<file path="config.mk">
export PLATFORM = sky130hd
export DESIGN_NAME = road_line_seq
export DESIGN_NICKNAME = d
export VERILOG_FILES = /design/src/rtl/road_pkg.sv /design/src/rtl/road_line_seq.sv
export SDC_FILE = /design/constraint.sdc
export NUM_CORES = 1
export LEC_CHECK = 0
export BUFFER_PORTS_ARGS = -buffer_cell sky130_fd_sc_hd__buf_2
export CAP_MARGIN = 30
export CORE_ASPECT_RATIO = 1.2
export CORE_MARGIN = 10
export CORE_UTILIZATION = 25
export CTS_BUF_LIST = sky130_fd_sc_hd__clkbuf_4
export DETAILED_ROUTE_END_ITERATION = 8
export HOLD_SLACK_MARGIN = 0.02
export PLACE_DENSITY = 0.46
export SLEW_MARGIN = 20
export SYNTH_ARGS = -nofsm -noshare
export SYNTH_HDL_FRONTEND = slang
export SYNTH_SLANG_ARGS = --single-unit
</file>
<file path="constraint.sdc">
create_clock -name clk -period 2.4 [get_ports clk]
set_clock_uncertainty 0.05 [all_clocks]
set_input_delay 0 -clock clk [delete_from_list [all_inputs] [get_ports clk]]
set_output_delay 0 -clock clk [all_outputs]
set_load 0.005 [all_outputs]
</file>
<file path="src/rtl/road_pkg.sv">
package road_pkg;

    // descriptor word as kept by the line sequencer
    localparam int DESC_W = 12;

    // road RAM word address, top bit picks the half
    localparam int RAM_AW = 12;

    // graphics ROM word address
    localparam int ROM_AW = 14;

    // road priority mode written through the io select
    typedef enum logic [1:0] {
        ONLY_ROAD0 = 2'd0,
        ROAD0_PRIO = 2'd1,
        ROAD1_PRIO = 2'd2,
        ONLY_ROAD1 = 2'd3
    } road_mode_t;

    // descriptor fetch steps during horizontal blank
    typedef enum logic [2:0] {
        FETCH_IDX0 = 3'd0,
        FETCH_IDX1 = 3'd1,
        FETCH_SCR0 = 3'd2,
        FETCH_SCR1 = 3'd3,
        FETCH_COL0 = 3'd4,
        FETCH_COL1 = 3'd5,
        FETCH_DONE = 3'd6
    } fetch_st_t;

endpackage
</file>
<file path="src/rtl/road_line_seq.sv">
`timescale 1ns/1ps

module road_line_seq (
    input  logic        clk,
    input  logic        rst,
    input  logic        pxl_cen,
    input  logic        hs,
    input  logic [ 8:0] v,
    input  logic [15:0] rd_gfx,
    output logic [10:0] rd_addr,
    output logic [11:0] idx0,
    output logic [11:0] idx1,
    output logic [11:0] scr0,
    output logic [11:0] scr1,
    output logic [11:0] col0,
    output logic [11:0] col1
);

    road_pkg::fetch_st_t st;
    logic [road_pkg::DESC_W-1:0] desc_word;

    assign desc_word = rd_gfx[road_pkg::DESC_W-1:0];

    // word address for the current step
    // index table is 256 lines per road, the rest is indexed by the road index
    always_comb begin
        case (st)
            road_pkg::FETCH_IDX0: rd_addr = {3'd0, v[7:0]};
            road_pkg::FETCH_IDX1: rd_addr = {3'd1, v[7:0]};
            road_pkg::FETCH_SCR0: rd_addr = {2'd1, idx0[8:0]};
            road_pkg::FETCH_SCR1: rd_addr = {2'd2, idx1[8:0]};
            road_pkg::FETCH_COL0: rd_addr = {2'd3, idx0[8:0]};
            default:              rd_addr = {2'd3, idx1[8:0]};
        endcase
    end

    // one word per pixel strobe while in blank
    always_ff @(posedge clk or posedge rst) begin
        if (rst) begin
            st   <= road_pkg::FETCH_IDX0;
            idx0 <= '0;
            idx1 <= '0;
            scr0 <= '0;
            scr1 <= '0;
            col0 <= '0;
            col1 <= '0;
        end else if (pxl_cen) begin
            if (hs) begin
                case (st)
                    road_pkg::FETCH_IDX0: begin
                        idx0 <= desc_word;
                        st   <= road_pkg::FETCH_IDX1;
                    end
                    road_pkg::FETCH_IDX1: begin
                        idx1 <= desc_word;
                        st   <= road_pkg::FETCH_SCR0;
                    end
                    road_pkg::FETCH_SCR0: begin
                        scr0 <= desc_word;
                        st   <= road_pkg::FETCH_SCR1;
                    end
                    road_pkg::FETCH_SCR1: begin
                        scr1 <= desc_word;
                        st   <= road_pkg::FETCH_COL0;
                    end
                    road_pkg::FETCH_COL0: begin
                        col0 <= desc_word;
                        st   <= road_pkg::FETCH_COL1;
                    end
                    road_pkg::FETCH_COL1: begin
                        col1 <= desc_word;
                        st   <= road_pkg::FETCH_DONE;
                    end
                    default: st <= road_pkg::FETCH_DONE;
                endcase
            end else begin
                st <= road_pkg::FETCH_IDX0;
            end
        end
    end

    // blank must last long enough to latch all six words
    a_fetch_done: assert property (@(posedge clk) disable iff (rst)
        $fell(hs) |-> st == road_pkg::FETCH_DONE);

endmodule

</file>
==> flow_metrics.tcl <==
set metrics [dict create \
    status "finished clean" \
    drc 0 \
    fp.dieW_microns 122 \
    min_path_type "in2async" \
    power_frac_seq_pct 47.8 \
    ys_ff_latch 75 \
    num_rows 44 \
    max_freq_mhz 475 \
    areaGrowthSynthToFinish_pct 34.8 \
    powerDensity_nw_per_um2 929 \
    n_fill_cell 1263 \
    grt_use_total_pct 11.1 \
    cts_tree "yes" \
    seq_area_sq_um 1880 \
    worst_pin_slew_ps 631 \
    grt_pass1_vias 2400 \
    busiest_layer "met2" \
    power.share.clock_pct 22.3 \
    comb_power_share_pct 29.9 \
    avgSynthCellArea_sq_um 15.0 \
    io_buffers 106 \
    relSlewSlack_pct 57.9 \
    wl_per_cell_microns 18.4 \
    wl_microns 9410 \
    syn_area_sq_um 3140 \
    grtUsageMet3_pct 3.08 \
    htree_levels 3 \
    setup_viol 0 \
    power_mw 3.93 \
    die_area_sq_um 17500 \
    ant_nets 0 \
    cp_max_fo 11 \
    switching_share_pct 30.0 \
    p_switching_mw 1.18 \
    first_pass_iters 4 \
    path_class "reg2out" \
    p_leak_nw 2.16 \
    start_kind "flip-flop" \
    fin_util_pct 34.6 \
    synth_edf_count 0 \
    hpwlAfterDp_microns 6820 \
    holdWs_ps 120 \
    cap_violations 0 \
    crit_required_ps 2350 \
    grtUsageMet2_pct 17.1 \
    cts_setup_buffers 0 \
    cts_resized 0 \
    vias 2196 \
    core_area_sq_um 12200 \
    synth_nets 239 \
    synthCells 210 \
    cts.clk_slew.worst_paths_ps 130 \
    final_nets 373 \
    ir_worst_vdd_mv 0.354 \
    hold_viol 0 \
    fin_crit_sh_pct 87.6 \
    clock_sinks 75 \
    drive_above_1_share_pct 60.5 \
    die_y_microns 143 \
    finalMaxSlewViolations 0 \
    yosys_warnings 0 \
    clockBufferDepth 2 \
    fin_tns_setup_ps 0 \
    layoutNonFillerInstCount 511 \
    rsz0062_at_grt "no" \
    first_iter_violations 86 \
    met1_usage_pct 14.0 \
    yosys_most_used_dff "dfrtp_1" \
    ys_seq_area_share_pct 59.7 \
    grt_antenna_before_repair 1 \
    grt_pass1_wl_microns 14600 \
    multi_input_area_sq_um 1180 \
    async_reset_ff_share_pct 100 \
    grt_max_degree 43 \
    grt_overflow 0 \
    cp.arrival_ps 2050 \
    fin_crit_ps 2100 \
    numCtsBuffers 9 \
    place_inst 478 \
    yosys.cell_types.count 23 \
    ios 112 \
    p_int_mw 2.75 \
    end_kind "output pin" \
    cts_hold_buf 16 \
    clk_latency_ps 420 \
    via_per_inst 4.30 \
    start_util_pct 25.7 \
    place.gp.congestion 0.735 \
    cts.root.buffer_cell "clkbuf_4" \
]
-- Yosys cell counts (2+ instances only) --
cell      instances  share of area, %
or3_4             2              0.72
o21ai_0          10               1.6
inv_1            10               1.2
nor2_1            5              0.60
a32oi_1           7               2.0
a21oi_1           2              0.32
nand3_1           2              0.32
buf_2             6              0.96
mux2_4           20               9.6
dfrtp_1          75                60
nand2_1           3              0.36
buf_6             2              0.72
nand2b_1          4              0.80
mux2_2           53                19
-- placed cells by master, fill, tap and decap left out --
cell,n
nor2_2,2
mux2_4,20
clkinv_2,2
or3_4,2
nand3b_2,1
buf_12,1
a21oi_1,2
inv_1,9
o21a_1,1
a32oi_1,7
nand2b_1,4
o221a_2,1
buf_2,106
nand4_1,1
nand3_1,2
clkinv_4,1
mux2_2,53
or3_1,1
nand2_1,3
clkbuf_4,9
buf_4,9
nor2_1,3
and2_1,1
diode_2,1
dlygate4sd3_1,16
o211ai_1,1
dfrtp_1,75
xor2_1,1
bufinv_16,2
clkinv_1,1
clkinvlp_4,2
o21ai_0,10
-- power groups by stage --
stage	logic, mW	clock network (mW)	registers (mW)
final	1.18	0.876	1.88
after global routing	1.31	0.971	1.94
after CTS	1.23	0.919	1.89
after detailed placement	1.20	0	1.92
after global placement	1.19	0	1.90
after floorplan	0.532	0	1.91
-- worst max-delay path, cell delays in order (launching register included) --
cell	delay, ps
dfrtp_1	560
xor2_1	460
buf_4	240
a32oi_1	110
o21ai_0	110
buf_2	160
-- cells by family (layout without fill, tap and decap cells) --
| family | after synthesis | in the layout | share of synthesized area (%) |
|---|---|---|---|
| other | 0 | 1 | 0 |
| multiplexers | 73 | 73 | 28.6 |
| buffers and inverters | 19 | 158 | 2.99 |
| AND/OR/NAND/NOR | 20 | 20 | 3.74 |
| XOR/XNOR | 1 | 1 | 0.279 |
| flip-flops | 75 | 75 | 59.7 |
| AO/OA/AOI/OAI | 22 | 22 | 4.70 |
-- stage by stage --
step	cell area (sq um)	worst slack, ps
2_1_floorplan	3140	440
3_3_place_gp	3910	636
3_5_place_dp	3910	615
4_1_cts	4230	223
5_1_grt	4230	146
6_report	4230	297
-- state kept, by name (all words and copies together) (netlist names) --
name  flops
col0     12
col1     12
idx0     12
idx1     12
scr0     12
scr1     12
st        3
-- worst paths after layout --
path / slack (ps) / startpoint / depth (start not counted) / end
hold / removal: 120 / rst / 3 / col0[5]$_DFFE_PP0P_
hold reg to reg: 460 / col1[4]$_DFFE_PP0P_ / 1 / col1[4]$_DFFE_PP0P_
max in group asynchronous: 1540 / rst / 4 / idx1[9]$_DFFE_PP0P_
setup reg to reg: 590 / st[2]$_DFFE_PP0P_ / 3 / idx0[9]$_DFFE_PP0P_
min in group clk: 240 / v[4] / 4 / rd_addr[4]
setup / recovery: 300 / st[1]$_DFFE_PP0P_ / 5 / rd_addr[5]
-- area by class of cell --
type,instances,share of cell area (%)
clock inverter,7,2.19
clock buffer,9,1.60
sequential,75,44.3
timing repair buffer,132,18.4
tap,161,4.76
antenna,1,0.0591
inverter,10,0.916
multi-input combinational,116,27.8
-- per-layer routing --
layer | part of all wire, % | wire [microns] | vias to the layer above
met5 | 0 | 0 | -
met4 | 1.7 | 160 | 0
met1 | 44 | 4130 | 1107
met2 | 48 | 4560 | 62
li1 | - | - | 1018
met3 | 6.0 | 562 | 9
No activity file was read; power rests on OpenSTA's default activity.
