`src/rtl/road_pkg.sv`:
```
package road_pkg;

    // descriptor word as kept by the line sequencer
    localparam int DESC_W = 12;

    // road RAM word address, top bit picks the half
    localparam int RAM_AW = 12;

    // graphics ROM word address
    localparam int ROM_AW = 14;

    // road priority mode written through the io select
    typedef enum logic [1:0] {
        ONLY_ROAD0 = 2'd0,
        ROAD0_PRIO = 2'd1,
        ROAD1_PRIO = 2'd2,
        ONLY_ROAD1 = 2'd3
    } road_mode_t;

    // descriptor fetch steps during horizontal blank
    typedef enum logic [2:0] {
        FETCH_IDX0 = 3'd0,
        FETCH_IDX1 = 3'd1,
        FETCH_SCR0 = 3'd2,
        FETCH_SCR1 = 3'd3,
        FETCH_COL0 = 3'd4,
        FETCH_COL1 = 3'd5,
        FETCH_DONE = 3'd6
    } fetch_st_t;

endpackage
```
`src/rtl/road_mixer.sv`:
```
`timescale 1ns/1ps

module road_mixer (
    input  logic        clk,
    input  logic        rst,
    input  logic        pxl_cen,
    input  logic        hs,
    input  logic        io_cs,
    input  logic [15:0] cpu_dout,
    input  logic [ 1:0] cpu_dswn,
    input  logic [11:0] idx0,
    input  logic [11:0] idx1,
    input  logic [11:0] col0,
    input  logic [11:0] col1,
    input  logic [ 1:0] pxl_a,
    input  logic [ 1:0] pxl_b,
    input  logic        cent_a,
    input  logic        cent_b,
    output logic [ 7:0] pxl,
    output logic [ 4:3] rc
);

    road_pkg::road_mode_t mode;
    logic only0, only1, r0_prio, r1_prio;
    logic a_blank, b_blank, a_edge, b_edge;
    logic not_rom, not_rom_blank;
    logic rd_sel;
    logic [1:0] stripe;
    logic [road_pkg::DESC_W-1:0] col_sel;

    always_ff @(posedge clk or posedge rst) begin
        if (rst) begin
            mode <= road_pkg::ONLY_ROAD0;
        end else if (io_cs && !cpu_dswn[0]) begin
            mode <= road_pkg::road_mode_t'(cpu_dout[1:0]);
        end
    end

    assign only0   = mode == road_pkg::ONLY_ROAD0;
    assign only1   = mode == road_pkg::ONLY_ROAD1;
    assign r0_prio = mode == road_pkg::ROAD0_PRIO;
    assign r1_prio = mode == road_pkg::ROAD1_PRIO;

    // pixel 3 is blank inside the road and the edge colour outside it
    assign a_blank = !cent_a && pxl_a == 2'd3;
    assign b_blank = !cent_b && pxl_b == 2'd3;
    assign a_edge  = cent_a && pxl_a == 2'd3;
    assign b_edge  = cent_b && pxl_b == 2'd3;

    always_comb begin
        not_rom = (idx0[11] && idx1[11]) || (idx0[11] && only0) || (idx1[11] && only1);
        not_rom_blank = not_rom || (a_blank && b_blank) || (b_blank && only1) ||
                        (a_blank && only0);
        // high picks road 1
        rd_sel = (hs && !not_rom_blank) || only1 ||
                 (a_blank && b_blank && r1_prio) ||
                 (a_blank && b_edge && r0_prio) ||
                 (a_blank && pxl_b == 2'd1 && r0_prio) ||
                 (a_blank && pxl_b == 2'd2 && r0_prio) ||
                 (a_blank && !pxl_b[0] && r1_prio) ||
                 (a_blank && !pxl_b[1] && r1_prio) ||
                 (!cent_a && pxl_a[0] && pxl_b == 2'd0 && r0_prio) ||
                 (!cent_a && pxl_a[1] && pxl_b == 2'd0 && r0_prio) ||
                 (b_edge && r1_prio) ||
                 (b_edge && !pxl_a[0] && r0_prio) ||
                 (b_edge && !pxl_a[1] && r0_prio) ||
                 (!pxl_a[0] && pxl_b == 2'd0 && r1_prio) ||
                 (!pxl_a[1] && pxl_b == 2'd0 && r1_prio);
        if (rd_sel) begin
            stripe[0] = pxl_b == 2'd1 || b_edge;
            stripe[1] = pxl_b == 2'd2 || b_edge;
        end else begin
            stripe[0] = pxl_a == 2'd1 || a_edge;
            stripe[1] = pxl_a == 2'd2 || a_edge;
        end
        col_sel = rd_sel ? col1 : col0;
    end

    // one pixel strobe behind the shifters
    always_ff @(posedge clk) begin
        if (pxl_cen) begin
            if (!not_rom_blank) begin
                pxl <= {4'd0, rd_sel, stripe, col_sel[{1'b0, rd_sel, stripe}]};
            end else if (not_rom) begin
                pxl <= {1'b1, rd_sel ? idx0[6:0] : idx1[6:0]};
            end else begin
                pxl <= {3'b001, rd_sel, col_sel[11:8]};
            end
            rc <= {not_rom_blank, not_rom};
        end
    end

endmodule

```
`config.mk`:
```
export PLATFORM = sky130hd
export DESIGN_NAME = road_mixer
export DESIGN_NICKNAME = d
export VERILOG_FILES = /design/src/rtl/road_pkg.sv /design/src/rtl/road_mixer.sv
export SDC_FILE = /design/constraint.sdc
export NUM_CORES = 1
export LEC_CHECK = 0
export BUFFER_PORTS_ARGS = -buffer_cell sky130_fd_sc_hd__buf_2
export CAP_MARGIN = 20
export CORE_ASPECT_RATIO = 0.9
export CORE_MARGIN = 2
export CORE_UTILIZATION = 40
export DETAILED_ROUTE_END_ITERATION = 8
export GPL_ROUTABILITY_DRIVEN = 0
export PLACE_DENSITY = 0.84
export SLEW_MARGIN = 25
export SYNTH_ARGS = -nofsm -noshare
export SYNTH_HDL_FRONTEND = slang
export SYNTH_SLANG_ARGS = --single-unit
```
`constraint.sdc`:
```
create_clock -name clk -period 3.7 [get_ports clk]
set_clock_uncertainty 0.2 [all_clocks]
set_input_delay 0.74 -clock clk [delete_from_list [all_inputs] [get_ports clk]]
set_output_delay 0.74 -clock clk [all_outputs]
set_load 0.005 [all_outputs]
```
==> impl.org, run 1 <==
** Status
- The flow ran to the end, and the final reports show no timing, DRC or antenna violations.

** Global route
- Vias in the first global route :: 931
- In the global route stage, met2 resource usage came out at 30.8%.
- Entering global routing, the biggest net connects 13 pins.
- GRT Residual Overflow :: 0
- For this run, the total global-route usage over all layers was measured as 18.1%.
- Global routing consumed, on the met1 layer, 21.9% of the routing resources.
- The number of antenna violations at the first check in global routing was 0.
- Global Route met3 Usage :: 3.04%
- Global-route wire length before repair :: 4.04 mm
- The global routing stage identified its most utilized layer as met2.

** Timing
- For the pin with the worst max-slew slack, the measured transition is 344 ps.
- On the final layout, the worst hold slack is 99.7 ps.
- Time the final worst path needs with I/O delays and setup :: 2350 ps
- In the post-route analysis, the smallest setup slack over all paths is 1350 ps.
- Slew Limit Fails :: 0
- In the finished design, the share of the clock period the worst path needs comes to 63.5%.
- Number of endpoints failing setup at the final stage :: 0
- Timing would allow up to 426 MHz.
- The worst pin sits at a relative slew slack of 77.1%.
- Unrepaired setup endpoints after global routing :: false
- The final hold violation count came to 0.
- Sum of negative setup slack :: 0 ps

** Synth
- Yosys mapped the design onto 39 distinct sky130hd cell types.
- By area, the combinational part of the netlist is dominated by compound AO/OA/AOI/OAI gates.
- Summing the areas of all compound-gate instances in the mapped netlist gives 26.9% of the synthesized area.
- Number of synthesized flops with an enable pin :: 10
- Proportion of synthesized chip area in sequential cells :: 35.2%
- Mean area per synthesized cell :: 10.5 um^2
- Cell Area, Synth :: 996 um^2
- Share of synthesized cell area in and, or, nand and nor gates :: 14.2%
- #FFs+latches synth :: 12
- Synthesis produced a netlist whose cell count is 95.
- Fraction of synthesized cell area taken by the top area cell type :: 30.2%
- Async SR Flop Fraction :: 16.7%
- Multiplexer area fraction after synthesis :: 19.5%
- Prevailing post-synth register cell :: sky130_fd_sc_hd__edfxtp_1
- The Yosys step of the flow raised 0 warnings.
- The synthesized netlist devotes 0% of its cell area to adder and majority cells.
- In the post-synthesis netlist, the biggest area contributors are sky130_fd_sc_hd__edfxtp_1, sky130_fd_sc_hd__mux2_2, sky130_fd_sc_hd__dfrtp_1, sky130_fd_sc_hd__mux4_2, sky130_fd_sc_hd__mux2i_1.
- Post-synth net total :: 172
- Of the total synthesized cell area, the portion taken by XOR and XNOR cells is 0%.
- Cell taking the most area after synthesis :: sky130_fd_sc_hd__edfxtp_1

** CTS
- Clock latency at the later pin of the worst-skew pair :: 270 ps
- # H-tree levels :: 1
- Post-CTS Hold Buffers :: 0
- The clock passes through at most 2 buffers.
- TritonCTS built the clock tree.
- Clk Tree Root Cell :: sky130_fd_sc_hd__clkbuf_4
- The number of clock buffers added by TritonCTS is 3.
- Once the clock tree was built, the setup fixing pass inserted 0 buffers.
- Reg clk slew, reported paths :: 70 ps
- Post_cts resized :: 0
- Clock Sink Count :: 12

** Final layout
- Number of antenna repair diodes :: 0
- The final layout contains 231 nets.
- Leaving out fill and tap cells, the most frequent cells in the layout are sky130_fd_sc_hd__buf_2, sky130_fd_sc_hd__nand2_1, sky130_fd_sc_hd__edfxtp_1.
- Leading cell type in the layout, fill and taps excluded :: sky130_fd_sc_hd__buf_2
- Area delta synth->final :: 33.3%
- Share of layout cells above drive strength 1 :: 53.6%

** Drt
- Dividing the detail-routed via count by the number of cells gives 5.46.
- DRC :: 0
- The first TritonRoute pass finished after 4 iterations.
- Number of antenna-violating nets in the routed design :: 0
- Dividing the detail-routed wire length by the instance count gives 13.5 um.
- The final layout contains routed wiring with a total length of 2.44 mm.
- For this block, the initial DRC count from the detailed router was 32.
- For this block, the via count after detailed routing is 988.

** Setup path
- Class of the most critical setup path :: in -> reg
- The worst setup path is captured at a register.
- Required arrival time at the worst endpoint :: 3520 ps
- Top fanout value on the critical path :: 6
- Critical path arrival :: 2170 ps
- STA classifies the critical path startpoint as an input port.

** Job
- Across the run, the number of max-cap violations was 0.

** Die
- The die covers 2910 um^2.
- X dimension of the die :: 56.6 um
- Die H :: 51.3 um
- The initial utilization of the core area, before any placement, comes to 41.4%.
- Ports :: 87
- The initialized floorplan defines 17 standard-cell rows.
- Total core area :: 2400 um^2

** Placed design
- Prior to clock tree synthesis, the placed netlist has a worst setup slack of 1050 ps.
- Total half-perimeter wirelength after legalization and detailed placement :: 2.01 mm
- Port Buffer Count :: 55

** Power
- Worst voltage drop across the vdd grid :: 189 uV
- Leakage component of the power :: 0.630 nW
- PD cells :: 334 nW/um^2

** Min path
- Hold crit path type :: in -> async
==> sequential cells by signal (all words and copies together) (netlist names) <==
register and count:
mode 2, pxl 8, rc 2
==> final cells by class <==
class / count / area (um^2)
sequential: 12 / 350
clock inverter: 1 / 3.75
inverter: 10 / 37.5
tap: 28 / 35.0
multi-input combinational: 72 / 603
fill: 220 / 1080
timing repair buffer: 55 / 275
clock buffer: 3 / 22.5
==> power by group <==
| part | internal [mW] | switching [mW] |
|---|---|---|
| Sequential | 0.171 | 0.00808 |
| Combinational | 0.0901 | 0.0904 |
| Clock | 0.0391 | 0.0448 |
| Total | 0.300 | 0.143 |
==> cells in the mapped netlist (2+ instances only) <==
cell                       number
sky130_fd_sc_hd__a21oi_4        2
sky130_fd_sc_hd__edfxtp_1      10
sky130_fd_sc_hd__a22oi_1        4
sky130_fd_sc_hd__mux2_4         2
sky130_fd_sc_hd__inv_1          9
sky130_fd_sc_hd__o21ai_2        2
sky130_fd_sc_hd__and3b_1        2
sky130_fd_sc_hd__mux2i_1        4
sky130_fd_sc_hd__mux2_2         6
sky130_fd_sc_hd__and2_1         3
sky130_fd_sc_hd__a21oi_1        2
sky130_fd_sc_hd__dfrtp_1        2
sky130_fd_sc_hd__nor2_1         3
sky130_fd_sc_hd__nand2_1       10
sky130_fd_sc_hd__a31oi_1        3
sky130_fd_sc_hd__o21ai_0        7
sky130_fd_sc_hd__mux4_2         2
==> worst paths after layout <==
path	startpoint	endpoint	slack [ps]	cells after the start
max in group asynchronous	rst	mode[0]	3090	2
worst min register to register	mode[1]	mode[1]	430	1
worst min-delay path	rst	mode[1]	100	2
min in group clk	mode[1]	mode[1]	430	1
worst max-delay path	pxl_a[1]	pxl[0]	1350	7
worst max register to register	mode[0]	pxl[0]	1450	7
==> stage by stage <==
| stage | total power [mW] | util, % | area, um^2 | std cells |
|---|---|---|---|---|
| 2_1_floorplan | 0.300 | - | 996 | 95 |
| 3_3_place_gp | 0.354 | 54.1 | 1300 | 177 |
| 3_5_place_dp | 0.362 | 54.1 | 1300 | 177 |
| 4_1_cts | 0.444 | 55.2 | 1330 | 181 |
| 5_1_grt | 0.468 | 55.2 | 1330 | 181 |
| 6_report | 0.443 | 55.2 | 1330 | 181 |
==> routing by layer <==
layer,vias to the layer above,part of all wire (%)
met5,-,0
met4,0,3.0
met3,10,11
met2,68,47
met1,435,39
li1,475,-
==> worst max-delay path, stage by stage <==
cell                       delay, ps
sky130_fd_sc_hd__buf_2           130
sky130_fd_sc_hd__inv_1            40
sky130_fd_sc_hd__o21ai_0         290
sky130_fd_sc_hd__mux4_2          540
sky130_fd_sc_hd__and2_1          160
sky130_fd_sc_hd__mux2i_1         160
sky130_fd_sc_hd__o211ai_1        110
==> logic make-up (layout without fill, tap and decap cells) <==
kind of cell           count (synthesis)  count (layout)
AOI/OAI and AO/OA                     31              31
and+or+nand+nor                       26              26
muxes                                 15              15
DFF                                   12              12
buffers and inverters                 11              69
Note: power is estimated with default switching activity, not from simulation.
==> run 2: changes to the inputs <==
--- a/config.mk
+++ b/config.mk
@@ -9,10 +9,10 @@
 export CAP_MARGIN = 20
 export CORE_ASPECT_RATIO = 0.9
 export CORE_MARGIN = 2
-export CORE_UTILIZATION = 40
+export CORE_UTILIZATION = 38
 export DETAILED_ROUTE_END_ITERATION = 8
 export GPL_ROUTABILITY_DRIVEN = 0
-export PLACE_DENSITY = 0.84
+export PLACE_DENSITY = 0.81
 export SLEW_MARGIN = 25
 export SYNTH_ARGS = -nofsm -noshare
 export SYNTH_HDL_FRONTEND = slang
==> constraint.sdc (replaced) <==
create_clock -name clk -period 2.3 [get_ports clk]
set_clock_uncertainty 0.2 [all_clocks]
set_input_delay 0.46 -clock clk [delete_from_list [all_inputs] [get_ports clk]]
set_output_delay 0.46 -clock clk [all_outputs]
set_load 0.005 [all_outputs]
==> impl.org, run 2 (synthesis results as in run 1) <==
** Status
- Status :: completed

** CTS
- Counting the buffers created by CTS gives 3.
- Clock-pin slew was measured on the worst setup and hold paths at 70 ps.
- Buffers inserted by post-CTS timing repair :: 0
- The number of hold buffers added after CTS was 1.
- The root buffer cell chosen for the clock tree is sky130_fd_sc_hd__clkbuf_4.
- Post_cts resized :: 0
- # H-tree levels :: 1
- TritonCTS clock tree :: yes
- Clock Sink Count :: 12
- The later pin in the worst-skew pair is clocked with a latency of 260 ps.
- The clock passes through at most 2 buffers.

** Timing
- Unrepaired setup endpoints after global routing :: false
- The worst pin sits at a relative slew slack of 76.6%.
- After routing, the total negative slack on setup checks comes to 0 ps.
- The final hold violation count came to 0.
- Highest Clock Rate :: 477 MHz
- Number of endpoints failing setup at the final stage :: 0
- The final critical path takes up 91.2% of the cycle.
- After layout, the minimum clock period comes to 2100 ps.
- Slew Limit Fails :: 0
- In the post-route analysis, the smallest setup slack over all paths is 202 ps.
- Least-Margin Pin Slew :: 348 ps

** Die
- Rows :: 17
- Ports :: 87
- Total core area :: 2470 um^2
- For this configuration, the core starts out at a cell density of 40.4%.
- The die covers 3050 um^2.
- Die H :: 52.6 um
- X dimension of the die :: 58.0 um

** Drt
- DRC :: 0
- The first detailed-routing pass ran for 4 iterations.
- The routed design has 2.52 mm of wire.
- Routed vias/inst :: 5.24
- Number of antenna-violating nets in the routed design :: 0
- Routed via count :: 986
- Average wire length per cell after detail routing :: 13.4 um
- The detailed router finished its first iteration with 17 violations.

** Setup path
- Worst path bufs/invs :: 1
- Max incr delay on CP :: 450 ps
- Kind of start point of the critical path :: register
- Critical Path End Type :: register
- Reg2reg setup slack :: 200 ps
- Class of the most critical setup path :: reg -> reg
- For the worst setup path, the data required time is 2110 ps.
- Launch instance of the worst register-to-register path :: mode[0]
- Reg2Reg Depth :: 7
- Of all nets on the critical path, the largest fanout is 8.
- CP max-delay cell :: sky130_fd_sc_hd__dfrtp_1
- Critical path arrival :: 1910 ps
- R2R Path End :: pxl[0]
- Count of cell instances traversed by the critical path :: 7
- Traced cell by cell, the critical path runs through o21bai_1 -> a22oi_4 -> buf_4 -> and3_2 -> and2_1 -> mux2i_1 -> o211ai_1.
- The kind of cell with the highest combined delay along the critical path is compound AO/OA/AOI/OAI gates.

** Placed design
- The wire-length estimate of the detail-placed layout is 2.18 mm.
- Count of placed standard cells including taps :: 183
- Pre-CTS setup slack :: -79.2 ps
- Buffers placed on the I/O ports in this run total 55.

** Final layout
- Relative to the synthesized area, the layout overhead comes to 38.8%.
- Number of flip-flops in the largest register :: 8
- Share of layout cells above drive strength 1 :: 55.0%
- Largest register by flop count :: pxl
- Leading cell type in the layout, fill and taps excluded :: sky130_fd_sc_hd__buf_2
- 0 antenna diodes ended up in the layout.
- The largest registers in the layout are pxl (8), mode (2), rc (2).
- Net total in the final layout :: 238
- Cell Count, Final, Fillers Out :: 188
- Highest-count cells in the layout ignoring fill and taps :: sky130_fd_sc_hd__buf_2, sky130_fd_sc_hd__nand2_1, sky130_fd_sc_hd__edfxtp_1

** Global route
- The via count of the first global-routing pass is 1016.
- The first global-routing pass estimated 4.22 mm of wire.
- Entering global routing, the biggest net connects 11 pins.
- Summed over all layers, the global routing overflow is 0.
- In the global route stage, overall resource usage came out at 18.0%.
- The number of antenna violations at the first check in global routing came to 0.

** Power
- Leakage component of the power :: 0.663 nW
- The design draws 0.724 mW.
- Worst voltage drop across the vdd grid :: 293 uV
- Power spread over the standard cell area amounts to 524 nW/um^2.

** Job
- Max-cap violations in this run came to 0.

** Min path
- The worst hold path was traced through 2 stages.
- The worst hold path begins at cpu_dout[1].
- Worst Hold Path EP :: mode[1]
- Hold crit path type :: in -> reg
## run 2: per-layer routing
layer	share of wire (%)	global-route usage, %	wire length, um	up-vias
li1	-	-	-	490
met1	39	19.2	995	454
met2	53	35.4	1340	38
met3	6.2	2.72	155	4
met4	0.99	6.98	25	0
met5	0	0	0	-
## run 2: how the worst max path moves through the flow
stage	startpoint	to
global route	mode[0]	pxl[0]
CTS	mode[0]	pxl[1]
finish	mode[0]	pxl[0]
floorplan	pxl_a[1]	pxl[0]
global placement	pxl_a[1]	pxl[0]
detailed placement	pxl_a[1]	pxl[0]
## run 2: final cells by class
| cell class | count | area (um^2) |
|---|---|---|
| Timing Repair Buffer | 62 | 330 |
| Sequential cell | 12 | 350 |
| Inverter | 10 | 37.5 |
| Fill cell | 225 | 1080 |
| Clock buffer | 3 | 22.5 |
| Clock inverter | 1 | 3.75 |
| Multi-Input combinational cell | 72 | 603 |
| Tap cell | 28 | 35.0 |
## run 2: stage by stage
step	util [%]	hold slack, ps	instance area [um^2]
2_1_floorplan	-	1.18	996
3_3_place_gp	54.6	107	1350
3_5_place_dp	54.6	116	1350
4_1_cts	56.0	222	1380
5_1_grt	56.0	226	1380
6_report	56.0	227	1380
## run 2: where the power goes
part | switching, mW | internal (mW)
sequential | 0.0137 | 0.274
combinational | 0.147 | 0.160
clock | 0.0668 | 0.0627
## run 2: worst register-to-register path, cell delays in order, from the launching register on
cell and delay, ps:
sky130_fd_sc_hd__dfrtp_1 450, sky130_fd_sc_hd__o21bai_1 300, sky130_fd_sc_hd__a22oi_4 120, sky130_fd_sc_hd__buf_4 160
sky130_fd_sc_hd__and3_2 210, sky130_fd_sc_hd__and2_1 140, sky130_fd_sc_hd__mux2i_1 150, sky130_fd_sc_hd__o211ai_1 110
