**src/rtl/road_pkg.sv**
```systemverilog
package road_pkg;

    // descriptor word as kept by the line sequencer
    localparam int DESC_W = 12;

    // road RAM word address, top bit picks the half
    localparam int RAM_AW = 12;

    // graphics ROM word address
    localparam int ROM_AW = 14;

    // road priority mode written through the io select
    typedef enum logic [1:0] {
        ONLY_ROAD0 = 2'd0,
        ROAD0_PRIO = 2'd1,
        ROAD1_PRIO = 2'd2,
        ONLY_ROAD1 = 2'd3
    } road_mode_t;

    // descriptor fetch steps during horizontal blank
    typedef enum logic [2:0] {
        FETCH_IDX0 = 3'd0,
        FETCH_IDX1 = 3'd1,
        FETCH_SCR0 = 3'd2,
        FETCH_SCR1 = 3'd3,
        FETCH_COL0 = 3'd4,
        FETCH_COL1 = 3'd5,
        FETCH_DONE = 3'd6
    } fetch_st_t;

endpackage
```
**src/rtl/road_rom_shifter.sv**
```systemverilog
`timescale 1ns/1ps

module road_rom_shifter (
    input  logic        clk,
    input  logic        rst,
    input  logic        pxl_cen,
    input  logic        hs,
    input  logic [11:0] cfg,
    input  logic [11:0] hscr,
    input  logic [15:0] rom_data,
    input  logic        rom_ok,
    output logic [13:0] rom_addr,
    output logic        rom_cs,
    output logic        cent,
    output logic [ 1:0] pxl
);

    logic [road_pkg::DESC_W-1:0] hpos;
    logic [15:0] pxl_data;
    logic        en;
    logic        in_win;

    // two bit planes, one per byte
    assign pxl      = {pxl_data[15], pxl_data[7]};
    assign in_win   = hpos[11:9] == 3'b011;
    assign en       = !cfg[11] && in_win;
    assign rom_addr = {cfg[8:1], hpos[8:3]};

    // rom_ok is not waited on, the board samples rom_data on the 8 pixel boundary
    always_ff @(posedge clk or posedge rst) begin
        if (rst) begin
            rom_cs <= 1'b0;
            hpos   <= '0;
            cent   <= 1'b0;
        end else begin
            if (hs) begin
                rom_cs <= 1'b0;
                hpos   <= hscr;
                cent   <= 1'b0;
            end else if (pxl_cen) begin
                rom_cs <= en;
                hpos   <= hpos + 12'd1;
                // past the road or at its last column
                if (!in_win || hpos[8:0] == 9'h0ff) begin
                    cent <= 1'b1;
                end
            end
        end
    end

    // pixel shifter, all ones reads as blank road
    always_ff @(posedge clk) begin
        if (hs) begin
            pxl_data <= 16'hffff;
        end else if (pxl_cen) begin
            if (hpos[2:0] == 3'd0) begin
                pxl_data <= en ? rom_data : 16'hffff;
            end else begin
                pxl_data <= pxl_data << 1;
            end
        end
    end

    // the ROM needs a clk to answer between two strobes
    a_cen_gap: assert property (@(posedge clk) disable iff (rst) pxl_cen |=> !pxl_cen);

endmodule

```
**config.mk**
```make
export PLATFORM = sky130hd
export DESIGN_NAME = road_rom_shifter
export DESIGN_NICKNAME = d
export VERILOG_FILES = /design/src/rtl/road_pkg.sv /design/src/rtl/road_rom_shifter.sv
export SDC_FILE = /design/constraint.sdc
export NUM_CORES = 1
export LEC_CHECK = 0
export ABC_AREA = 1
export BUFFER_PORTS_ARGS = -buffer_cell sky130_fd_sc_hd__buf_4
export CAP_MARGIN = 20
export CORE_MARGIN = 3
export CORE_UTILIZATION = 42
export CTS_BUF_LIST = sky130_fd_sc_hd__clkbuf_8 sky130_fd_sc_hd__clkbuf_16
export CTS_CLUSTER_SIZE = 16
export DETAILED_ROUTE_END_ITERATION = 8
export GPL_TIMING_DRIVEN = 0
export PLACE_DENSITY = 0.7
export SLEW_MARGIN = 10
export SYNTH_ARGS = -nofsm -noshare
export SYNTH_HDL_FRONTEND = slang
export SYNTH_SLANG_ARGS = --single-unit
```
**constraint.sdc**
```tcl
create_clock -name clk -period 4 [get_ports clk]
set_clock_uncertainty 0.2 [all_clocks]
set_input_delay 0.2 -clock clk [delete_from_list [all_inputs] [get_ports clk]]
set_output_delay 0.2 -clock clk [all_outputs]
set_load 0.05 [all_outputs]
```
==> impl_metrics.env, run 1 <==
export IMPL_fin_crit_sh=0.4389
export IMPL_fmax_ghz=0.5696
export IMPL_r2r_end="hpos[8]"
export IMPL_io_buffer_count=50
export IMPL_status="completed"
export IMPL_antenna_cells=0
export IMPL_cp_slowest_cell="dfrtp_1"
export IMPL_cts_inserted_buffers=5
export IMPL_period_needed_ns=1.756
export IMPL_drcViolationCount=0
export IMPL_max_slew_margin_rel=0.6255
export IMPL_yosysUniqueCellTypes=28
export IMPL_drtIter0Drc=152
export IMPL_finalSetupViolations=0
export IMPL_finalWorstSetupSlack_ns=2.244
export IMPL_cts_resized=0
export IMPL_crit_fanout=4
export IMPL_cp_endpoint="hpos[8]"
export IMPL_clockPowerShare=0.302
export IMPL_clkLatencyLatePin_ns=0.28
export IMPL_cp_arrival_ns=1.74
export IMPL_tns_ns=0
export IMPL_antenna_found_initial=0
export IMPL_endpoint_kind="register"
export IMPL_worstPathCellList="ha_1 -> nand3_1 -> nor2_2 -> inv_1 -> nor2_1 -> ha_1 -> o221ai_1"
export IMPL_critPathTopFamily="adder cells"
export IMPL_grt_max_degree=15
export IMPL_final_layout_size_suffix_gt1_frac=0.2862
export IMPL_totalWireLength_mm=4.309
export IMPL_power_density_nw_per_um2=335.4
export IMPL_hp_class="primary input to register"
export IMPL_p_total_uw=832.6
export IMPL_syn_cell_area_um2=1672
export IMPL_nets=351
export IMPL_ys_ff_latch=30
export IMPL_pwr_share_seq=0.423
export IMPL_area_delta_synth_final_pct=48.50
export IMPL_hpwl_mm=2.896
export IMPL_power_frac_comb=0.275
export IMPL_worst_setup_path_type="register to register"
export IMPL_first_pass_iters=4
export IMPL_tightest_slew_ns=0.5611
export IMPL_fill_cells=350
export IMPL_netSwitchingFraction=0.3193
export IMPL_cts_max_level=2
export IMPL_clockRootBuffer="clkbuf_8"
export IMPL_grt_total_usage=0.1878
export IMPL_ys_seq_area_frac=0.4012
export IMPL_start_kind="register"
export IMPL_avgSynthCellArea_um2=7.668
export IMPL_p_int_uw=566.7
export IMPL_grt_pass1_wl_mm=7.424
export IMPL_ant_nets=0
export IMPL_dieWidth_um=69.09
export IMPL_leakage_uw=0.001140
export IMPL_reg2reg_from="hpos[1]"
export IMPL_ys_warn_count=0
export IMPL_grt_pass1_vias=1705
export IMPL_hold_viol_final=0
export IMPL_cap_violations=0
export IMPL_path_clk_slew_ns=0.07
export IMPL_grt_overflow=0
export IMPL_start_util=0.4465
export IMPL_core_area_um2=3744
export IMPL_wl_per_cell_um=12.24
export IMPL_dp_slack_ns=2.255
export IMPL_rows=22
export IMPL_syn_inst=218
export IMPL_min_from="hs"
export IMPL_r2r_slack_ns=2.24
export IMPL_clock_path_buffers=2
export IMPL_vias=1769
export IMPL_crit_buf_inv=1
export IMPL_gp_congestion=0.7876
export IMPL_crit_path_start="hpos[1]"
export IMPL_ir_drop_mv=0.2582
export IMPL_cp_depth=7
export IMPL_reg2reg_depth=7
export IMPL_drt_vias_per_instance=5.026
export IMPL_crit_top_cell="ha_1"
export IMPL_fp_dieArea_um2=4773
export IMPL_rsz0062_at_grt="false"
export IMPL_die_h_um=69.09
export IMPL_cts_sinks=30
export IMPL_cp_required_ns=3.99
export IMPL_max_stage_delay_ns=0.41
export IMPL_power_switching_uw=265.9
export IMPL_tritoncts="done"
export IMPL_ios=63
export IMPL_syn_num_nets=266
export IMPL_slew_violations=0
-- cells in the mapped netlist --
cell type	number	share of area
nand2_1	33	0.074
o21ai_0	26	0.078
nor3_1	17	0.051
a21oi_1	16	0.048
buf_4	16	0.072
dfxtp_1	16	0.19
inv_1	16	0.036
dfrtp_1	14	0.21
nand3_1	13	0.039
o21ai_1	11	0.033
a22oi_1	7	0.031
nor2_1	4	0.0090
clkbuf_1	3	0.0067
ha_1	3	0.022
inv_2	3	0.0067
nor2_2	3	0.011
buf_2	2	0.0060
buf_6	2	0.013
nand4_1	2	0.0075
o211ai_1	2	0.0090
xor2_1	2	0.010
buf_1	1	0.0022
nand2_2	1	0.0037
nand4_2	1	0.0075
nor2_4	1	0.0067
o21a_1	1	0.0045
o221ai_1	1	0.0052
o31ai_1	1	0.0045
-- kinds of logic after synthesis --
logic type | share of synthesized area
and+or+nand+nor | 0.2096
AOI/OAI and AO/OA | 0.2133
buffers and inverters | 0.1430
DFF | 0.4012
adders and majority gates | 0.02246
xor gates and xnor gates | 0.01048
-- power groups by stage --
stage / clock network (µW) / logic (µW) / registers [µW]
6_report: 251 / 229 / 352
3_5_place_dp: 0 / 207 / 358
3_3_place_gp: 0 / 205 / 358
5_1_grt: 272 / 252 / 356
4_1_cts: 258 / 229 / 352
2_1_floorplan: 0 / 140 / 356
-- worst min path at each step --
stage               endpoint  slack, ns  cells after the start
floorplan               cent      -0.11                      1
global placement     hpos[3]       0.09                      2
detailed placement   hpos[3]        0.1                      2
CTS                     cent       0.01                      4
global route            cent       0.05                      4
finish                  cent       0.02                      4
-- state kept, by name, indices dropped and copies added (netlist names) --
register  flops
pxl_data     16
hpos         12
cent          1
rom_cs        1
-- area by class of cell --
| type | count | area (µm²) | area share |
|---|---|---|---|
| clock inverters | 2 | 12.51 | 0.005040 |
| clock buffers | 6 | 82.58 | 0.03327 |
| well taps | 48 | 60.06 | 0.02419 |
| repair buffers | 78 | 655.6 | 0.2641 |
| plain buffers | 24 | 167.7 | 0.06754 |
| inverters | 19 | 71.32 | 0.02873 |
| flip-flops and latches | 30 | 670.6 | 0.2702 |
| multi-input cells | 145 | 762.0 | 0.3070 |
-- worst register-to-register path, delay by kind of cell, from the launching register on --
kind / cells / cell delay [ns]
AO/OA/AOI/OAI: 1 / 0.18
AND/OR/NAND/NOR: 3 / 0.37
flip-flops: 1 / 0.41
adder cells (fa/ha/maj): 2 / 0.44
buffers and inverters: 1 / 0.08
-- placed cells by master (no fill, tap or decap), types with 3 or more instances in the layout --
cell | netlist | routed
dlygate4sd3_1 | 0 | 28
nand2_1 | 33 | 33
inv_1 | 16 | 16
clkbuf_1 | 3 | 3
o21ai_0 | 26 | 26
nor3_1 | 17 | 17
o21ai_1 | 11 | 11
a21oi_1 | 16 | 16
nor2_1 | 4 | 4
nor2_2 | 3 | 3
nand3_1 | 13 | 13
buf_4 | 16 | 66
clkbuf_8 | 0 | 6
dfxtp_1 | 16 | 16
ha_1 | 3 | 3
dfrtp_1 | 14 | 14
inv_2 | 3 | 3
a22oi_1 | 7 | 7
-- routing by layer --
layer | vias up | wire (µm) | track usage
met5 | - | 0 | 0
met4 | 0 | 58 | 0.05206
met3 | 8 | 270 | 0.04373
met2 | 61 | 2089 | 0.3284
met1 | 798 | 1890 | 0.2290
li1 | 902 | - | -
-- metrics by stage --
stage / cell area [µm²] / utilization / hold WS (ns) / cells
floorplan: 1672 / - / -0.1108 / 218
global placement: 2107 / 0.5628 / 0.08846 / 316
detailed placement: 2107 / 0.5628 / 0.09544 / 316
CTS: 2482 / 0.6631 / 0.01311 / 352
global route: 2482 / 0.6631 / 0.05298 / 352
finish: 2482 / 0.6631 / 0.01757 / 352
-- what timing repair did --
item,4_1_cts,5_1_grt
buffers inserted,0,0
endpoints found under the hold margin,41,0
hold buffers,28,0
Power figures use the tool's default switching activity.
==> inputs of run 2 (changes only) <==
--- a/config.mk
+++ b/config.mk
@@ -14,7 +14,7 @@
 export CTS_CLUSTER_SIZE = 16
 export DETAILED_ROUTE_END_ITERATION = 8
 export GPL_TIMING_DRIVEN = 0
-export PLACE_DENSITY = 0.7
+export PLACE_DENSITY = 0.73
 export SLEW_MARGIN = 10
 export SYNTH_ARGS = -nofsm -noshare
 export SYNTH_HDL_FRONTEND = slang
==> constraint.sdc (replaced) <==
create_clock -name clk -period 1.5 [get_ports clk]
set_clock_uncertainty 0.2 [all_clocks]
set_input_delay 0.075 -clock clk [delete_from_list [all_inputs] [get_ports clk]]
set_output_delay 0.075 -clock clk [all_outputs]
set_load 0.05 [all_outputs]
==> run 2 against run 1 <==
Against the previous run: routed wire length grew 19%; the flow now finishes with violations (setup timing); clock power grew 150%; utilization grew 8.5 points.
==> impl_metrics.env, run 2 (synthesis results as in run 1) <==
export IMPL_status="complete, but fails checks"
export IMPL_violations="setup timing"
export IMPL_power_density_nw_per_um2=835.1
export IMPL_drtIter0Drc=149
export IMPL_hold_viol_final=0
export IMPL_grt_total_usage=0.1978
export IMPL_gp_congestion=0.8175
export IMPL_ir_drop_mv=0.5850
export IMPL_r2r_slack_ns=-0.16
export IMPL_ios=63
export IMPL_reg2reg_depth=9
export IMPL_wl_per_cell_um=14.04
export IMPL_crit_path_start="hpos[0]"
export IMPL_largest_reg_flops=16
export IMPL_grt_pass1_vias=1791
export IMPL_antenna_cells=0
export IMPL_antenna_found_initial=0
export IMPL_clkLatencyLatePin_ns=0.29
export IMPL_cp_required_ns=1.47
export IMPL_worst_setup_path_type="register to register"
export IMPL_first_pass_iters=4
export IMPL_max_slew_margin_rel=0.6322
export IMPL_clockRootBuffer="clkbuf_8"
export IMPL_cts_inserted_buffers=5
export IMPL_fp_dieArea_um2=4773
export IMPL_cp_arrival_ns=1.63
export IMPL_dieWidth_um=69.09
export IMPL_slew_violations=0
export IMPL_fill_cells=279
export IMPL_path_clk_slew_ns=0.07
export IMPL_fin_crit_sh=1.106
export IMPL_grt_pass1_wl_mm=7.872
export IMPL_nets=364
export IMPL_p_total_uw=2338
export IMPL_hpwl_mm=2.963
export IMPL_crit_fanout=10
export IMPL_reg2reg_from="hpos[0]"
export IMPL_area_delta_synth_final_pct=67.52
export IMPL_hp_class="primary input to register"
export IMPL_start_util=0.4465
export IMPL_largest_registers="pxl_data (16), hpos (12)"
export IMPL_r2r_end="pxl_data[9]"
export IMPL_finalSetupViolations=18
export IMPL_largest_register="pxl_data"
export IMPL_clock_path_buffers=2
export IMPL_period_needed_ns=1.659
export IMPL_finalWorstSetupSlack_ns=-0.1586
export IMPL_grt_max_degree=15
export IMPL_fmax_ghz=0.6029
export IMPL_cts_max_level=2
export IMPL_layout_commonest_cell="buf_4"
export IMPL_rsz0062_at_grt="true"
export IMPL_drcViolationCount=0
export IMPL_cp_endpoint="pxl_data[9]"
export IMPL_totalWireLength_mm=5.109
export IMPL_mostFrequentLayoutCells="buf_4, dlygate4sd3_1, nand2_1, o21ai_1"
export IMPL_tritoncts="done"
export IMPL_grt_overflow=0
export IMPL_start_kind="register"
export IMPL_endpoint_kind="register"
export IMPL_vias=1888
export IMPL_io_buffer_count=50
export IMPL_fin_util=0.7480
export IMPL_drt_vias_per_instance=5.187
export IMPL_rows=22
export IMPL_core_area_um2=3744
export IMPL_leakage_uw=0.001243
export IMPL_cts_sinks=30
export IMPL_tightest_slew_ns=0.5518
export IMPL_final_layout_size_suffix_gt1_frac=0.4082
export IMPL_die_h_um=69.09
export IMPL_cap_violations=0
export IMPL_ant_nets=0
run 2: cell types whose count changed in the layout (fill, tap and decap cells not counted), sizes merged:
cell,change
buf,+10
dlygate4sd3,+3
clkbuf,-1
clkinv,+1
clkinvlp,-1
run 2: cell type report:
class                      instances  area [µm²]  share of cell area
inverter                          19       78.83             0.02815
buffer                            24       178.9             0.06390
timing repair buffer              91       788.3              0.2815
tap                               48       60.06             0.02145
clock inverter                     2       10.01            0.003575
multi-input combinational        145       943.4              0.3369
clock buffer                       5       68.82             0.02458
sequential                        30       671.9              0.2399
run 2: worst min-delay path by stage:
stage	from	depth (start not counted)	end	slack, ns
finish	hs	4	pxl_data[0]	0.07
global route	hs	4	pxl_data[0]	0.09
CTS	hs	4	pxl_data[0]	0.04
detailed placement	rst	2	hpos[7]	-0.04
global placement	rst	2	hpos[7]	-0.04
floorplan	rst	1	cent	-0.24
run 2: per-layer routing:
layer,vias up,share of wire,global-route usage
met4,0,0.016,0.06725
met1,881,0.43,0.2525
met3,9,0.063,0.04082
li1,927,-,-
met2,71,0.49,0.3305
met5,-,0,0
run 2: what timing repair did:
item,in CTS,in global routing
gates resized for setup,17,48
endpoints found under the hold margin,43,0
hold buffers,31,0
pin swaps,6,11
setup buffers,7,4
setup endpoints to repair,18,30
run 2: worst max-delay path: stages (launching register included):
cell	delay [ns]
dfrtp_1	0.40
buf_6	0.13
inv_4	0.05
ha_4	0.12
inv_2	0.03
nor2_4	0.13
inv_4	0.08
buf_12	0.15
nor3_2	0.16
o21ai_1	0.08
run 2: stage by stage:
step / cell area [µm²] / cells / setup TNS [ns] / setup WS [ns] / hold slack (ns)
global route: 2800 / 364 / -3.415 / -0.2176 / 0.09146
CTS: 2616 / 361 / -1.139 / -0.1588 / 0.04280
floorplan: 1672 / 218 / -0.6804 / -0.1092 / -0.2358
detailed placement: 2107 / 316 / -3.269 / -0.2911 / -0.03511
finish: 2800 / 364 / -1.940 / -0.1586 / 0.06684
global placement: 2107 / 316 / -2.888 / -0.2655 / -0.03744
run 2: power by group:
group	total, µW	internal, µW	switching, µW	leakage [µW]
Sequential	950	871	78.7	0.000304
Clock	625	311	314	0.0000438
Combinational	764	351	413	0.000895
==> inputs of run 3 (changes only) <==
--- a/config.mk
+++ b/config.mk
@@ -5,7 +5,6 @@
 export SDC_FILE = /design/constraint.sdc
 export NUM_CORES = 1
 export LEC_CHECK = 0
-export ABC_AREA = 1
 export BUFFER_PORTS_ARGS = -buffer_cell sky130_fd_sc_hd__buf_4
 export CAP_MARGIN = 20
 export CORE_MARGIN = 3
@@ -14,6 +13,7 @@
 export CTS_CLUSTER_SIZE = 16
 export DETAILED_ROUTE_END_ITERATION = 8
 export GPL_TIMING_DRIVEN = 0
+export MAX_ROUTING_LAYER = met4
 export PLACE_DENSITY = 0.73
 export SLEW_MARGIN = 10
 export SYNTH_ARGS = -nofsm -noshare
==> run 3 against run 2 <==
Against the previous run: the run still ends with setup timing left; worst setup slack worse by 0.0024 ns; non-clock buffer count increased by 10; die area shrank 2.0%; maximum frequency is 0.14% lower; clock power up 8.0%; critical endpoint is now hpos[8]; largest cell class unchanged.
==> impl_metrics.env, run 3 <==
export IMPL_max_stage_delay_ns=0.45
export IMPL_mostFrequentLayoutCells="buf_4, dlygate4sd3_1, a21oi_1, dfxtp_1, o21ai_1"
export IMPL_p_int_uw=1639
export IMPL_drcViolationCount=0
export IMPL_syn_num_nets=246
export IMPL_netlist_top_cells_count="o21ai_0, a21oi_1, buf_4, dfxtp_1, nor3_1"
export IMPL_power_switching_uw=823.8
export IMPL_synthMostInstantiatedCell="o21ai_0"
export IMPL_die_h_um=68.38
export IMPL_fmax_ghz=0.6021
export IMPL_power_frac_comb=0.338
export IMPL_violations="setup timing"
export IMPL_antenna_cells=0
export IMPL_core_area_um2=3716
export IMPL_synth_xor_area_frac=0.02144
export IMPL_yosysTopAreaCellShare=0.2144
export IMPL_syn_inst=198
export IMPL_dieWidth_um=68.38
export IMPL_io_buffer_count=49
export IMPL_cts_max_level=2
export IMPL_dp_slack_ns=-0.2847
export IMPL_gp_congestion=0.8175
export IMPL_crit_buf_inv=0
export IMPL_cts_inserted_buffers=5
export IMPL_critPathTopFamily="flip-flops"
export IMPL_tritoncts="done"
export IMPL_avgSynthCellArea_um2=8.253
export IMPL_synth_compound_area_frac=0.2175
export IMPL_finalSetupViolations=21
export IMPL_grt_pass1_vias=1769
export IMPL_stdcell_area_um2=2819
export IMPL_yosysUniqueCellTypes=34
export IMPL_finalWorstSetupSlack_ns=-0.1610
export IMPL_synth_edf_count=0
export IMPL_largest_reg_flops=16
export IMPL_grt_max_degree=15
export IMPL_synthAdderAreaFrac=0.02297
export IMPL_leakage_uw=0.001182
export IMPL_layout_commonest_cell="buf_4"
export IMPL_path_clk_slew_ns=0.06
export IMPL_cts_sinks=30
export IMPL_fill_cells=240
export IMPL_ys_top_cells_by_area="dfrtp_1, dfxtp_1, o21ai_0"
export IMPL_grt_pass1_wl_mm=8.004
export IMPL_hold_viol_final=0
export IMPL_cp_slowest_cell="dfrtp_2"
export IMPL_ys_ff_latch=30
export IMPL_async_flop_share=0.4667
export IMPL_drtIter0Drc=185
export IMPL_clockRootBuffer="clkbuf_8"
export IMPL_start_kind="register"
export IMPL_tightest_slew_ns=0.7378
export IMPL_grt_overflow=0
export IMPL_antenna_found_initial=0
export IMPL_largest_registers="pxl_data (16), hpos (12)"
export IMPL_period_needed_ns=1.661
export IMPL_start_util=0.4397
export IMPL_hp_class="primary input to register"
export IMPL_crit_fanout=4
export IMPL_power_density_nw_per_um2=873.6
export IMPL_drt_vias_per_instance=5.410
export IMPL_fin_crit_sh=1.107
export IMPL_largest_register="pxl_data"
export IMPL_worst_setup_path_type="register to register"
export IMPL_pwr_share_seq=0.388
export IMPL_slew_violations=0
export IMPL_worstPathCellList="ha_4 -> nand3_2 -> nor2_2 -> ha_4 -> mux2i_1 -> mux2_4"
export IMPL_placed_area_um2=2078
export IMPL_wl_per_cell_um=15.65
export IMPL_synth_main_ff_cell="dfxtp_1"
export IMPL_syn_cell_area_um2=1634
export IMPL_rows=22
export IMPL_cp_arrival_ns=1.63
export IMPL_yosys_area_share_simple=0.1807
export IMPL_final_layout_size_suffix_gt1_frac=0.4551
export IMPL_ir_drop_mv=0.7425
export IMPL_rsz0062_at_grt="true"
export IMPL_cap_violations=0
export IMPL_max_slew_margin_rel=0.5081
export IMPL_hpwl_mm=2.818
export IMPL_cp_required_ns=1.47
export IMPL_status="complete, but fails checks"
export IMPL_synth_top_family_by_area="compound AO/OA/AOI/OAI gates"
export IMPL_clockPowerShare=0.274
export IMPL_nets=348
export IMPL_netSwitchingFraction=0.3345
export IMPL_yosys_area_top_type="dfrtp_1"
export IMPL_vias=1888
export IMPL_endpoint_kind="register"
export IMPL_first_pass_iters=4
export IMPL_fp_dieArea_um2=4675
export IMPL_ys_seq_area_frac=0.4104
export IMPL_ant_nets=0
export IMPL_ios=63
export IMPL_area_delta_synth_final_pct=72.51
export IMPL_clock_path_buffers=2
export IMPL_muxShareOfSynthArea=0.01914
export IMPL_grt_total_usage=0.2365
export IMPL_clkLatencyLatePin_ns=0.29
export IMPL_crit_top_cell="ha_4"
export IMPL_totalWireLength_mm=5.463
export IMPL_ys_warn_count=0
export IMPL_p_total_uw=2463
==> run 3: repair_timing <==
| action | CTS | global route |
|---|---|---|
| pin swaps | 6 | 12 |
| buffers inserted | 12 | 2 |
| gates cloned | 2 | 1 |
| endpoints found under the setup margin | 20 | 25 |
| resized for setup | 44 | 25 |
| hold buffers | 29 | 1 |
| endpoints found under the hold margin | 42 | 2 |
==> run 3: routing by layer <==
layer | wire length (µm) | track usage | vias up
met1 | 2227 | 0.2939 | 888
met5 | 0 | - | -
met4 | 164 | 0.09429 | 0
met2 | 2696 | 0.3851 | 88
met3 | 374 | 0.03448 | 17
li1 | - | - | 895
==> run 3: final cells by class <==
type                    count  area (µm²)  share of cell area
inverters                   7       26.28            0.009321
well taps                  48       60.06             0.02130
clock inverters             2       8.758            0.003107
plain buffers              29       202.7             0.07190
flip-flops and latches     30       678.2              0.2406
clock buffers               6       82.58             0.02929
repair buffers             96       807.0              0.2863
multi-input cells         131       953.4              0.3382
==> run 3: per-stage QoR <==
stage	utilization	setup TNS (ns)	std cells	hold slack (ns)
final	0.7586	-1.717	349	0.07920
after global routing	0.7586	-3.198	349	0.1184
after CTS	0.7242	-1.820	345	-0.08942
after detailed placement	0.5593	-4.084	295	-0.04019
after global placement	0.5593	-3.606	295	-0.04385
after floorplan	-	-0.3591	198	-0.2358
==> run 3: cells by family (layout without fill, tap and decap cells) <==
group / count (synthesis) / after routing
compound gates: 67 / 67
xor+xnor: 4 / 4
fa+ha+maj: 3 / 3
buf+inv: 37 / 140
flops: 30 / 30
mux: 3 / 3
simple gates: 54 / 54
==> run 3: path summary, 6_finish.rpt <==
check	start	end	slack [ns]	depth (start not counted)
hold / removal	cfg[11]	pxl_data[4]	0.08	4
setup reg to reg	hpos[1]	hpos[8]	-0.16	6
setup / recovery	hpos[1]	hpos[8]	-0.16	6
hold reg to reg	pxl_data[15]	pxl_data[15]	0.28	2
min in group asynchronous	rst	hpos[4]	0.22	3
max in group asynchronous	rst	hpos[6]	0.48	3
==> run 3: power groups by stage <==
stage	registers, µW	logic (µW)	clock network, µW
4_1_cts	937	756	676
3_3_place_gp	952	545	0
2_1_floorplan	948	374	0
5_1_grt	961	890	711
6_report	954	833	675
3_5_place_dp	955	554	0
==> run 3: worst register-to-register path, stage by stage (launching register included) <==
cell	delay, ns
dfrtp_2	0.45
ha_4	0.19
nand3_2	0.08
nor2_2	0.05
ha_4	0.25
mux2i_1	0.07
mux2_4	0.27
